==> src/dsa_ctrl_pkg.sv <==
`default_nettype none

package dsa_ctrl_pkg;

    // operand words
    localparam int DATA_W = 32;
    typedef logic [DATA_W-1:0] word_t;

    localparam word_t PRIME     = 32'hFFFFFFFB;
    localparam word_t GEN_CONST = 32'd7;

    // microcode addressing
    localparam int PROG_ADDR_W = 6;
    typedef logic [PROG_ADDR_W-1:0] prog_addr_t;

    // ------------------------------------------------------------
    // microcode line, from the top: uop, arith cmd, reg id, slot
    // ------------------------------------------------------------
    localparam int UOP_W   = 2;
    localparam int CMD_W   = 2;
    localparam int ID_W    = 4;
    localparam int SLOT_W  = 3;
    localparam int INSTR_W = UOP_W + CMD_W + ID_W + SLOT_W;
    typedef logic [INSTR_W-1:0] instr_t;

    localparam int SLOT_LSB = 0;
    localparam int ID_LSB   = SLOT_LSB + SLOT_W;
    localparam int CMD_LSB  = ID_LSB + ID_W;
    localparam int UOP_LSB  = CMD_LSB + CMD_W;

    typedef enum logic [UOP_W-1:0] {
        UOP_NOP,
        UOP_WR_CORE,
        UOP_RD_CORE
    } uop_t;

    // every operation computes slot 2 from slots 0 and 1
    typedef enum logic [CMD_W-1:0] {
        ARITH_NONE,
        ARITH_ADD,
        ARITH_SUB,
        ARITH_MUL
    } arith_cmd_t;

    typedef logic [ID_W-1:0] reg_id_t;
    localparam reg_id_t ID_ZERO    = 4'd0;
    localparam reg_id_t ID_GEN     = 4'd1;
    localparam reg_id_t ID_MSG     = 4'd2;
    localparam reg_id_t ID_PRIVKEY = 4'd3;
    localparam reg_id_t ID_R       = 4'd4;
    localparam reg_id_t ID_S       = 4'd5;
    localparam reg_id_t ID_TMP     = 4'd6;
    localparam reg_id_t ID_PUBKEY  = 4'd7;
    localparam reg_id_t ID_SIGN_S  = 4'd8;
    localparam reg_id_t ID_VERIFY  = 4'd9;

    typedef enum logic [1:0] {
        CMD_NONE,
        CMD_KEYGEN,
        CMD_SIGN,
        CMD_VERIFY
    } dsa_cmd_t;

    // program entry and exit points
    localparam prog_addr_t DSA_RESET = 6'd0;
    localparam prog_addr_t DSA_NOP   = 6'd3;
    localparam prog_addr_t DSA_KG_S  = 6'd4;
    localparam prog_addr_t DSA_KG_E  = 6'd7;
    localparam prog_addr_t DSA_SGN_S = 6'd8;
    localparam prog_addr_t DSA_SGN_E = 6'd14;
    localparam prog_addr_t DSA_VER_S = 6'd15;
    localparam prog_addr_t DSA_VER_E = 6'd21;

    localparam int STEP_CYCLES = 4;

    typedef enum logic [1:0] {
        ST_BOOT,
        ST_IDLE,
        ST_PEND,
        ST_RUN
    } ctrl_state_t;

endpackage

`default_nettype wire

==> src/dsa_operand_router.sv <==
`default_nettype none

module dsa_operand_router (
    input  wire                        clk,
    input  wire                        reset_n,
    input  wire                        ready_i,
    input  wire dsa_ctrl_pkg::instr_t  line_i,
    input  wire dsa_ctrl_pkg::word_t   msg_i,
    input  wire dsa_ctrl_pkg::word_t   privkey_i,
    input  wire dsa_ctrl_pkg::word_t   r_i,
    input  wire dsa_ctrl_pkg::word_t   s_i,
    input  wire dsa_ctrl_pkg::word_t   read_data_i,
    output dsa_ctrl_pkg::word_t        write_data_o,
    output dsa_ctrl_pkg::word_t        pubkey_o,
    output dsa_ctrl_pkg::word_t        sign_s_o,
    output dsa_ctrl_pkg::word_t        verify_o
);
    import dsa_ctrl_pkg::*;

    word_t   msg_reg;
    word_t   privkey_reg;
    word_t   r_reg;
    word_t   s_reg;
    word_t   tmp_reg;
    uop_t    uop;
    reg_id_t reg_id;
    logic    tmp_we;
    logic    pubkey_we;
    logic    sign_s_we;
    logic    verify_we;

    assign uop    = uop_t'(line_i[UOP_LSB +: UOP_W]);
    assign reg_id = line_i[ID_LSB +: ID_W];

    // operand select toward the engine
    always_comb begin
        write_data_o = '0;
        if (uop == UOP_WR_CORE) begin
            case (reg_id)
                ID_GEN:     write_data_o = GEN_CONST;
                ID_MSG:     write_data_o = msg_reg;
                ID_PRIVKEY: write_data_o = privkey_reg;
                ID_R:       write_data_o = r_reg;
                ID_S:       write_data_o = s_reg;
                ID_TMP:     write_data_o = tmp_reg;
                default:    write_data_o = '0;
            endcase
        end
    end

    // result register write enables
    always_comb begin
        tmp_we    = 1'b0;
        pubkey_we = 1'b0;
        sign_s_we = 1'b0;
        verify_we = 1'b0;
        if (uop == UOP_RD_CORE) begin
            case (reg_id)
                ID_TMP:    tmp_we    = 1'b1;
                ID_PUBKEY: pubkey_we = 1'b1;
                ID_SIGN_S: sign_s_we = 1'b1;
                ID_VERIFY: verify_we = 1'b1;
                default:   ;
            endcase
        end
    end

    // inputs follow the ports until a command is taken
    always_ff @(posedge clk) begin
        if (ready_i) begin
            msg_reg     <= msg_i;
            privkey_reg <= privkey_i;
            r_reg       <= r_i;
            s_reg       <= s_i;
        end
        if (tmp_we) begin
            tmp_reg <= read_data_i;
        end
    end

    always_ff @(posedge clk or negedge reset_n) begin
        if (!reset_n) begin
            pubkey_o <= '0;
            sign_s_o <= '0;
            verify_o <= '0;
        end else begin
            if (pubkey_we) pubkey_o <= read_data_i;
            if (sign_s_we) sign_s_o <= read_data_i;
            if (verify_we) verify_o <= read_data_i;
        end
    end

    // captured operands must already be reduced
    a_operand_reduced: assert property (@(posedge clk) disable iff (!reset_n)
        (uop == UOP_WR_CORE) |-> (write_data_o < PRIME));

endmodule

`default_nettype wire

==> src/dsa_prog_ctrl.sv <==
`default_nettype none

module dsa_prog_ctrl (
    input  wire                           clk,
    input  wire                           reset_n,
    input  wire dsa_ctrl_pkg::dsa_cmd_t   cmd_i,
    input  wire dsa_ctrl_pkg::instr_t     line_i,
    input  wire                           arith_busy_i,
    output dsa_ctrl_pkg::prog_addr_t      prog_cntr_o,
    output dsa_ctrl_pkg::arith_cmd_t      arith_cmd_o,
    output logic                          ready_o,
    output logic                          valid_o
);
    import dsa_ctrl_pkg::*;

    localparam int STEP_W = $clog2(STEP_CYCLES);

    ctrl_state_t       state;
    dsa_cmd_t          cmd_reg;
    logic [STEP_W-1:0] step_cnt;
    logic              step;

    assign step    = (step_cnt == STEP_W'(STEP_CYCLES - 1)) && !arith_busy_i;
    assign ready_o = (state == ST_IDLE);

    // step pacing, parked on the last cycle while the engine is busy
    always_ff @(posedge clk or negedge reset_n) begin
        if (!reset_n) begin
            step_cnt <= '0;
        end else if (arith_busy_i) begin
            step_cnt <= STEP_W'(STEP_CYCLES - 1);
        end else begin
            step_cnt <= step_cnt + 1'b1;
        end
    end

    // ------------------------------------------------------------
    // program counter FSM
    // ------------------------------------------------------------
    always_ff @(posedge clk or negedge reset_n) begin
        if (!reset_n) begin
            state       <= ST_BOOT;
            cmd_reg     <= CMD_NONE;
            prog_cntr_o <= DSA_RESET;
            arith_cmd_o <= ARITH_NONE;
            valid_o     <= 1'b0;
        end else begin
            arith_cmd_o <= ARITH_NONE;

            if (state == ST_IDLE && cmd_i != CMD_NONE) begin
                cmd_reg <= cmd_i;
                state   <= ST_PEND;
            end

            if (step) begin
                case (prog_cntr_o)
                    DSA_NOP: begin
                        if (state == ST_BOOT) begin
                            state <= ST_IDLE;
                        end else if (state == ST_PEND) begin
                            state <= ST_RUN;
                            case (cmd_reg)
                                CMD_KEYGEN: prog_cntr_o <= DSA_KG_S;
                                CMD_SIGN:   prog_cntr_o <= DSA_SGN_S;
                                default:    prog_cntr_o <= DSA_VER_S;
                            endcase
                        end
                    end
                    DSA_KG_E, DSA_SGN_E, DSA_VER_E: begin
                        prog_cntr_o <= DSA_NOP;
                        state       <= ST_IDLE;
                        valid_o     <= 1'b1;
                    end
                    default: begin
                        if (prog_cntr_o inside {DSA_KG_S, DSA_SGN_S, DSA_VER_S}) begin
                            valid_o <= 1'b0;
                        end
                        prog_cntr_o <= prog_cntr_o + 1'b1;
                        arith_cmd_o <= arith_cmd_t'(line_i[CMD_LSB +: CMD_W]);
                    end
                endcase
            end
        end
    end

    // a multiply in flight must finish before the next line issues
    a_no_cmd_while_busy: assert property (@(posedge clk) disable iff (!reset_n)
        (arith_cmd_o != ARITH_NONE) |-> !arith_busy_i);

endmodule

`default_nettype wire

==> src/dsa_sequencer_rom.sv <==
`default_nettype none

module dsa_sequencer_rom (
    input  wire                      clk,
    input  wire dsa_ctrl_pkg::prog_addr_t addr_i,
    output dsa_ctrl_pkg::instr_t     line_o
);
    import dsa_ctrl_pkg::*;

    function automatic instr_t ucode(uop_t uop, arith_cmd_t cmd, reg_id_t id,
                                     logic [SLOT_W-1:0] slot);
        return {uop, cmd, id, slot};
    endfunction

    always_ff @(posedge clk) begin
        case (addr_i)
            // ------------------------------------------------------------
            // reset: clear the three working slots
            // ------------------------------------------------------------
            DSA_RESET: line_o <= ucode(UOP_WR_CORE, ARITH_NONE, ID_ZERO, 3'd0);
            6'd1:      line_o <= ucode(UOP_WR_CORE, ARITH_NONE, ID_ZERO, 3'd1);
            6'd2:      line_o <= ucode(UOP_WR_CORE, ARITH_NONE, ID_ZERO, 3'd2);

            // keygen: pubkey = privkey * G
            DSA_KG_S:  line_o <= ucode(UOP_WR_CORE, ARITH_NONE, ID_PRIVKEY, 3'd0);
            6'd5:      line_o <= ucode(UOP_WR_CORE, ARITH_MUL, ID_GEN, 3'd1);
            DSA_KG_E:  line_o <= ucode(UOP_RD_CORE, ARITH_NONE, ID_PUBKEY, 3'd2);

            // ------------------------------------------------------------
            // sign: s = msg + r * privkey
            // ------------------------------------------------------------
            DSA_SGN_S: line_o <= ucode(UOP_WR_CORE, ARITH_NONE, ID_R, 3'd0);
            6'd9:      line_o <= ucode(UOP_WR_CORE, ARITH_MUL, ID_PRIVKEY, 3'd1);
            6'd11:     line_o <= ucode(UOP_RD_CORE, ARITH_NONE, ID_TMP, 3'd2);
            6'd12:     line_o <= ucode(UOP_WR_CORE, ARITH_NONE, ID_MSG, 3'd0);
            6'd13:     line_o <= ucode(UOP_WR_CORE, ARITH_ADD, ID_TMP, 3'd1);
            DSA_SGN_E: line_o <= ucode(UOP_RD_CORE, ARITH_NONE, ID_SIGN_S, 3'd2);

            // verify: msg = s - r * privkey
            DSA_VER_S: line_o <= ucode(UOP_WR_CORE, ARITH_NONE, ID_R, 3'd0);
            6'd16:     line_o <= ucode(UOP_WR_CORE, ARITH_MUL, ID_PRIVKEY, 3'd1);
            6'd18:     line_o <= ucode(UOP_RD_CORE, ARITH_NONE, ID_TMP, 3'd2);
            6'd19:     line_o <= ucode(UOP_WR_CORE, ARITH_NONE, ID_S, 3'd0);
            6'd20:     line_o <= ucode(UOP_WR_CORE, ARITH_SUB, ID_TMP, 3'd1);
            DSA_VER_E: line_o <= ucode(UOP_RD_CORE, ARITH_NONE, ID_VERIFY, 3'd2);

            // idle line and the lines held during a multiply stall
            default:   line_o <= ucode(UOP_NOP, ARITH_NONE, ID_ZERO, 3'd0);
        endcase
    end

endmodule

`default_nettype wire

==> src/ecc_dsa_ctrl.sv <==
`default_nettype none

module ecc_dsa_ctrl (
    input  wire                          clk,
    input  wire                          reset_n,
    input  wire dsa_ctrl_pkg::dsa_cmd_t  cmd_i,
    input  wire dsa_ctrl_pkg::word_t     msg_i,
    input  wire dsa_ctrl_pkg::word_t     privkey_i,
    input  wire dsa_ctrl_pkg::word_t     r_i,
    input  wire dsa_ctrl_pkg::word_t     s_i,
    output wire dsa_ctrl_pkg::word_t     pubkey_o,
    output wire dsa_ctrl_pkg::word_t     sign_s_o,
    output wire dsa_ctrl_pkg::word_t     verify_o,
    output wire                          ready_o,
    output wire                          valid_o
);
    import dsa_ctrl_pkg::*;

    prog_addr_t prog_cntr;
    instr_t     prog_line;
    arith_cmd_t arith_cmd;
    logic       arith_busy;
    word_t      write_data;
    word_t      read_data;

    dsa_sequencer_rom dsa_sequencer_rom_inst (
        .clk    (clk),
        .addr_i (prog_cntr),
        .line_o (prog_line)
    );

    dsa_prog_ctrl dsa_prog_ctrl_inst (
        .clk          (clk),
        .reset_n      (reset_n),
        .cmd_i        (cmd_i),
        .line_i       (prog_line),
        .arith_busy_i (arith_busy),
        .prog_cntr_o  (prog_cntr),
        .arith_cmd_o  (arith_cmd),
        .ready_o      (ready_o),
        .valid_o      (valid_o)
    );

    dsa_operand_router dsa_operand_router_inst (
        .clk          (clk),
        .reset_n      (reset_n),
        .ready_i      (ready_o),
        .line_i       (prog_line),
        .msg_i        (msg_i),
        .privkey_i    (privkey_i),
        .r_i          (r_i),
        .s_i          (s_i),
        .read_data_i  (read_data),
        .write_data_o (write_data),
        .pubkey_o     (pubkey_o),
        .sign_s_o     (sign_s_o),
        .verify_o     (verify_o)
    );

    mod_arith_unit mod_arith_unit_inst (
        .clk          (clk),
        .reset_n      (reset_n),
        .line_i       (prog_line),
        .arith_cmd_i  (arith_cmd),
        .write_data_i (write_data),
        .read_data_o  (read_data),
        .busy_o       (arith_busy)
    );

endmodule

`default_nettype wire

==> src/mod_arith_unit.sv <==
`default_nettype none

module mod_arith_unit (
    input  wire                           clk,
    input  wire                           reset_n,
    input  wire dsa_ctrl_pkg::instr_t     line_i,
    input  wire dsa_ctrl_pkg::arith_cmd_t arith_cmd_i,
    input  wire dsa_ctrl_pkg::word_t      write_data_i,
    output dsa_ctrl_pkg::word_t           read_data_o,
    output logic                          busy_o
);
    import dsa_ctrl_pkg::*;

    localparam int SLOTS = 2 ** SLOT_W;
    localparam int MUL_W = $clog2(DATA_W);
    localparam logic [MUL_W-1:0] MUL_LAST = MUL_W'(DATA_W - 1);

    word_t             slot [SLOTS];
    logic [SLOT_W-1:0] slot_addr;
    uop_t              uop;
    word_t             acc;
    word_t             mcand;
    word_t             mplier;
    word_t             acc_dbl;
    word_t             acc_next;
    logic [MUL_W-1:0]  mul_cnt;

    // a + b mod P, both operands already below P
    function automatic word_t mod_add(word_t a, word_t b);
        logic [DATA_W:0] s;
        s = {1'b0, a} + {1'b0, b};
        if (s >= {1'b0, PRIME}) s = s - {1'b0, PRIME};
        return s[DATA_W-1:0];
    endfunction

    function automatic word_t mod_sub(word_t a, word_t b);
        logic [DATA_W:0] d;
        d = {1'b0, a} - {1'b0, b};
        if (d[DATA_W]) d = d + {1'b0, PRIME};
        return d[DATA_W-1:0];
    endfunction

    assign uop         = uop_t'(line_i[UOP_LSB +: UOP_W]);
    assign slot_addr   = line_i[SLOT_LSB +: SLOT_W];
    assign read_data_o = slot[slot_addr];

    // ------------------------------------------------------------
    // shift-add multiply, multiplier msb first
    // ------------------------------------------------------------
    assign acc_dbl  = mod_add(acc, acc);
    assign acc_next = mplier[DATA_W-1] ? mod_add(acc_dbl, mcand) : acc_dbl;

    always_ff @(posedge clk or negedge reset_n) begin
        if (!reset_n) begin
            busy_o  <= 1'b0;
            mul_cnt <= '0;
        end else if (busy_o) begin
            mul_cnt <= mul_cnt + 1'b1;
            if (mul_cnt == MUL_LAST) busy_o <= 1'b0;
        end else if (arith_cmd_i == ARITH_MUL) begin
            busy_o  <= 1'b1;
            mul_cnt <= '0;
        end
    end

    // slot file and multiply datapath
    always_ff @(posedge clk) begin
        if (uop == UOP_WR_CORE) begin
            slot[slot_addr] <= write_data_i;
        end
        if (busy_o) begin
            acc    <= acc_next;
            mplier <= mplier << 1;
            if (mul_cnt == MUL_LAST) slot[2] <= acc_next;
        end else begin
            case (arith_cmd_i)
                ARITH_ADD: slot[2] <= mod_add(slot[0], slot[1]);
                ARITH_SUB: slot[2] <= mod_sub(slot[0], slot[1]);
                ARITH_MUL: begin
                    acc    <= '0;
                    mcand  <= slot[0];
                    mplier <= slot[1];
                end
                default:   ;
            endcase
        end
    end

    a_result_reduced: assert property (@(posedge clk) disable iff (!reset_n)
        ((!busy_o && arith_cmd_i inside {ARITH_ADD, ARITH_SUB})
         || (busy_o && mul_cnt == MUL_LAST)) |=> (slot[2] < PRIME));

endmodule

`default_nettype wire

==> config.mk <==
export PLATFORM = sky130hd
export DESIGN_NAME = ecc_dsa_ctrl
export DESIGN_NICKNAME = d
export VERILOG_FILES = /design/src/dsa_ctrl_pkg.sv /design/src/dsa_operand_router.sv /design/src/dsa_prog_ctrl.sv /design/src/dsa_sequencer_rom.sv /design/src/ecc_dsa_ctrl.sv /design/src/mod_arith_unit.sv
export SDC_FILE = /design/constraint.sdc
export NUM_CORES = 1
export LEC_CHECK = 0
export BUFFER_PORTS_ARGS = -buffer_cell sky130_fd_sc_hd__clkbuf_2
export CAP_MARGIN = 15
export CORE_ASPECT_RATIO = 0.75
export CORE_MARGIN = 10
export CORE_UTILIZATION = 55
export DETAILED_ROUTE_END_ITERATION = 6
export PLACE_DENSITY = 0.74
export SYNTH_ARGS = -nofsm -noshare
export SYNTH_HDL_FRONTEND = slang
export SYNTH_SLANG_ARGS = --single-unit
==> constraint.sdc <==
create_clock -name clk -period 7.4 [get_ports clk]
set_clock_uncertainty 0.2 [all_clocks]
set_input_delay 0.37 -clock clk [delete_from_list [all_inputs] [get_ports clk]]
set_output_delay 0.37 -clock clk [all_outputs]
set_load 0.005 [all_outputs]
==> results_dict.tcl <==
set metrics [dict create \
    status "finished clean" \
    path_clk_slew_ns 0.06 \
    ctsLongestPathBuffers 3 \
    ys_seq_elements 511 \
    slowest_stage "nor4_1" \
    met3_usage 0.07319 \
    dr.first_iter.drc_count 3438 \
    powerDensity_mw_per_mm2 386.4 \
    post-route-period-util 0.9346 \
    setup_slack_ns 0.4838 \
    clockRootBuffer "clkbuf_16" \
    crit_arrival_ns 7.03 \
    synth_cell_types 96 \
    dp_hpwl_um 73520 \
    synth_area_mm2 0.02940 \
    gr-usage-met1 0.4560 \
    power.leakage_nw 13.24 \
    synth_area_leaders "edfxtp_1 39%, dfrtp_1 10%, ha_1 4.8%" \
    placedCellCount 3528 \
    ctsHtreeMaxLevel 2 \
    start_util 0.5550 \
    critPathKind "reg -> reg" \
    startpoint "mod_arith_unit_inst.acc[25]" \
    wl_per_cell_um 27.07 \
    fillCellCount 4003 \
    multi_input_area_mm2 0.01399 \
    final_common_cell "edfxtp_1" \
    combPwrFrac 0.469 \
    synth_top_area_share 0.3912 \
    end_kind "register" \
    synth_flop_cell "edfxtp_1" \
    hold_viol_final 0 \
    synth.avg_cell_area_um2 10.97 \
    tightest_slew_ns 1.084 \
    ys_warn_count 0 \
    required_ns 7.51 \
    ff_latch_area_mm2 0.01465 \
    cts_setup_buffers 0 \
    worst_skew_pair.late_latency_ns 0.62 \
    grt_pass1_wl_um 151900 \
    top_register "mod_arith_unit_inst.slot" \
    rows 73 \
    seq_area_frac_synth 0.4982 \
    routed_wl_um 101600 \
    avgViaCountPerCell 6.614 \
    port_buffers 229 \
    synthArstFlopShare 0.2290 \
    crit_chain "and3_1 -> and3_1 -> nand4_1 -> nor2_1 -> nor2_1 -> clkinv_1 -> and2_0 -> xor2_1 -> ha_1 -> a21o_1 -> a221oi_2 -> o21ai_0 -> xor2_1 -> nand3_1 -> nor4_1 -> a41oi_4 -> buf_4 -> nor3_1 -> xnor2_1 -> a21o_1 -> o221ai_1" \
    tritoncts "built" \
    grt_max_degree 74 \
    pin_count 230 \
    die_h_um 220.2 \
    coreArea_mm2 0.05298 \
    grt_busiest_layer "met2" \
    drive_gt1_frac 0.1818 \
    final_cells 3755 \
    drv_slew 0 \
    rr_endpoint "mod_arith_unit_inst.slot[2][16]" \
    yosys.area.top_type "edfxtp_1" \
    critical-path-max-stage-delay_ns 0.78 \
    vdd_drop_max_uv 213.9 \
    postRouteAntennaNets 0 \
    met2_usage 0.4700 \
    ff2ff_path_depth 21 \
    gp_congestion 1.024 \
    fmaxAchievable_ghz 0.1446 \
    grt_pass1_vias 23935 \
    syn-num-nets 2928 \
    hold_path_class "in -> async" \
    cp-endpoint "mod_arith_unit_inst.slot[2][16]" \
    drtPass1Iterations 6 \
    worst_setup_path_start_kind "register" \
    regToRegStartpoint "mod_arith_unit_inst.acc[25]" \
    drc_errors 0 \
    r2r_slack_ns 0.48 \
    grt_overflow 0 \
    synthToLayoutAreaGrowth_pct 16.50 \
    synth_edf_count 383 \
    p_sw_frac 0.4359 \
    internal_power_w 0.007466 \
    crit_buf_inv 2 \
    critical_path_depth 21 \
    fin_nets 3249 \
    num_vias 24837 \
    critPathTopFamily "simple AND/OR/NAND/NOR gates" \
    fin_area_mm2 0.03425 \
    pre_cts_ws_ns 0.3881 \
    track_usage 0.3138 \
    maxCapViolCount 0 \
    finalCriticalPeriod_ns 6.916 \
    antenna_found_initial 4 \
    seq_power_share 0.343 \
    tns_ns 0 \
    pwr-share-clk 0.188 \
    synthCells 2680 \
    die-area_mm2 0.06320 \
    dieWidth_um 287.0 \
    setup_viol 0 \
    clock-sinks 511 \
    mostFrequentLayoutCells "383 x edfxtp_1, 228 x clkbuf_2, 208 x nor2_1" \
    cts_buffers 50 \
    post_dp_cell_area_mm2 0.03131 \
    cp_max_fo 15 \
    largest_reg_flops 128 \
    maxSlewHeadroom 0.2738 \
    rsz0062_at_grt "no" \
    p_sw_w 0.005770 \
]
[layer usage]
| metal | routed length (µm) | part of all wire |
|---|---|---|
| met4 | 2349 | 0.023 |
| met2 | 43930 | 0.43 |
| met3 | 12540 | 0.12 |
| met1 | 42820 | 0.42 |
| met5 | 0 | 0 |
[synth_stat cells (32+ instances only)]
cell,number
a22o_1,35
nand2_1,187
mux4_2,32
nor3_1,65
inv_1,84
edfxtp_1,383
nand4_1,43
nor2_1,212
and2_1,37
a22oi_1,75
xor2_1,58
nand3_1,54
clkbuf_1,112
a31oi_1,58
mux2_2,103
o21ai_0,115
ha_1,113
a21oi_1,159
dfrtp_1,117
xnor2_1,98
[power groups by stage]
| stage | registers [W] | clock network (W) | logic (W) |
|---|---|---|---|
| finish | 0.00454 | 0.00249 | 0.00621 |
| global route | 0.00458 | 0.00262 | 0.00664 |
| CTS | 0.00448 | 0.00249 | 0.00600 |
| detailed placement | 0.00453 | 0 | 0.00591 |
| global placement | 0.00451 | 0 | 0.00583 |
| floorplan | 0.00429 | 0 | 0.00409 |
[cell type report]
| cell class | count | area share |
|---|---|---|
| Sequential cell | 511 | 0.4277 |
| Antenna cell | 2 | 0.0001461 |
| Clock inverter | 24 | 0.006319 |
| Multi-Input combinational cell | 1943 | 0.4086 |
| Clock buffer | 68 | 0.03908 |
| Inverter | 85 | 0.009314 |
| Timing Repair Buffer | 410 | 0.08284 |
| Tap cell | 712 | 0.02601 |
[worst register-to-register path, stage by stage, from the launching register on]
cell and delay (ns):
edfxtp_1 0.45, and3_1 0.23, and3_1 0.22, nand4_1 0.18, nor2_1 0.07, nor2_1 0.19
clkinv_1 0.23, and2_0 0.30, xor2_1 0.34, ha_1 0.41, a21o_1 0.27, a221oi_2 0.56
o21ai_0 0.25, xor2_1 0.28, nand3_1 0.26, nor4_1 0.78, a41oi_4 0.38, buf_4 0.32
nor3_1 0.26, xnor2_1 0.19, a21o_1 0.16, o221ai_1 0.10
[worst min-delay path by stage]
stage,to,slack [ns]
CTS,dsa_operand_router_inst.pubkey_o[14],0.16
floorplan,dsa_operand_router_inst.pubkey_o[0],-0.13
detailed placement,dsa_prog_ctrl_inst.arith_cmd_o[0],0.22
global route,dsa_operand_router_inst.pubkey_o[14],0.25
finish,dsa_operand_router_inst.pubkey_o[12],0.18
global placement,dsa_prog_ctrl_inst.arith_cmd_o[0],0.22
[per-stage QoR]
stage | power (W) | utilization | hold WS [ns]
after global placement | 0.01034 | 0.5910 | 0.2214
after floorplan | 0.008376 | - | -0.1256
after global routing | 0.01384 | 0.6466 | 0.2459
after detailed placement | 0.01044 | 0.5910 | 0.2246
after CTS | 0.01298 | 0.6453 | 0.1578
final | 0.01324 | 0.6466 | 0.1840
[cells by family after synthesis]
group                      Yosys count  share of synthesized area
xor gates and xnor gates           156                    0.04647
AOI/OAI and AO/OA                  710                     0.1657
DFF                                511                     0.4982
adders and majority gates          116                    0.05013
buffers and inverters              226                    0.02983
and+or+nand+nor                    810                     0.1403
muxes                              151                    0.06941
[what timing repair did]
action / in CTS / in global routing
endpoints found under the hold margin: 190 / 0
gates resized for setup: 0 / 10
setup endpoints to repair: 0 / 45
hold buffers: 132 / 0
No activity file was read; power rests on OpenSTA's default activity.
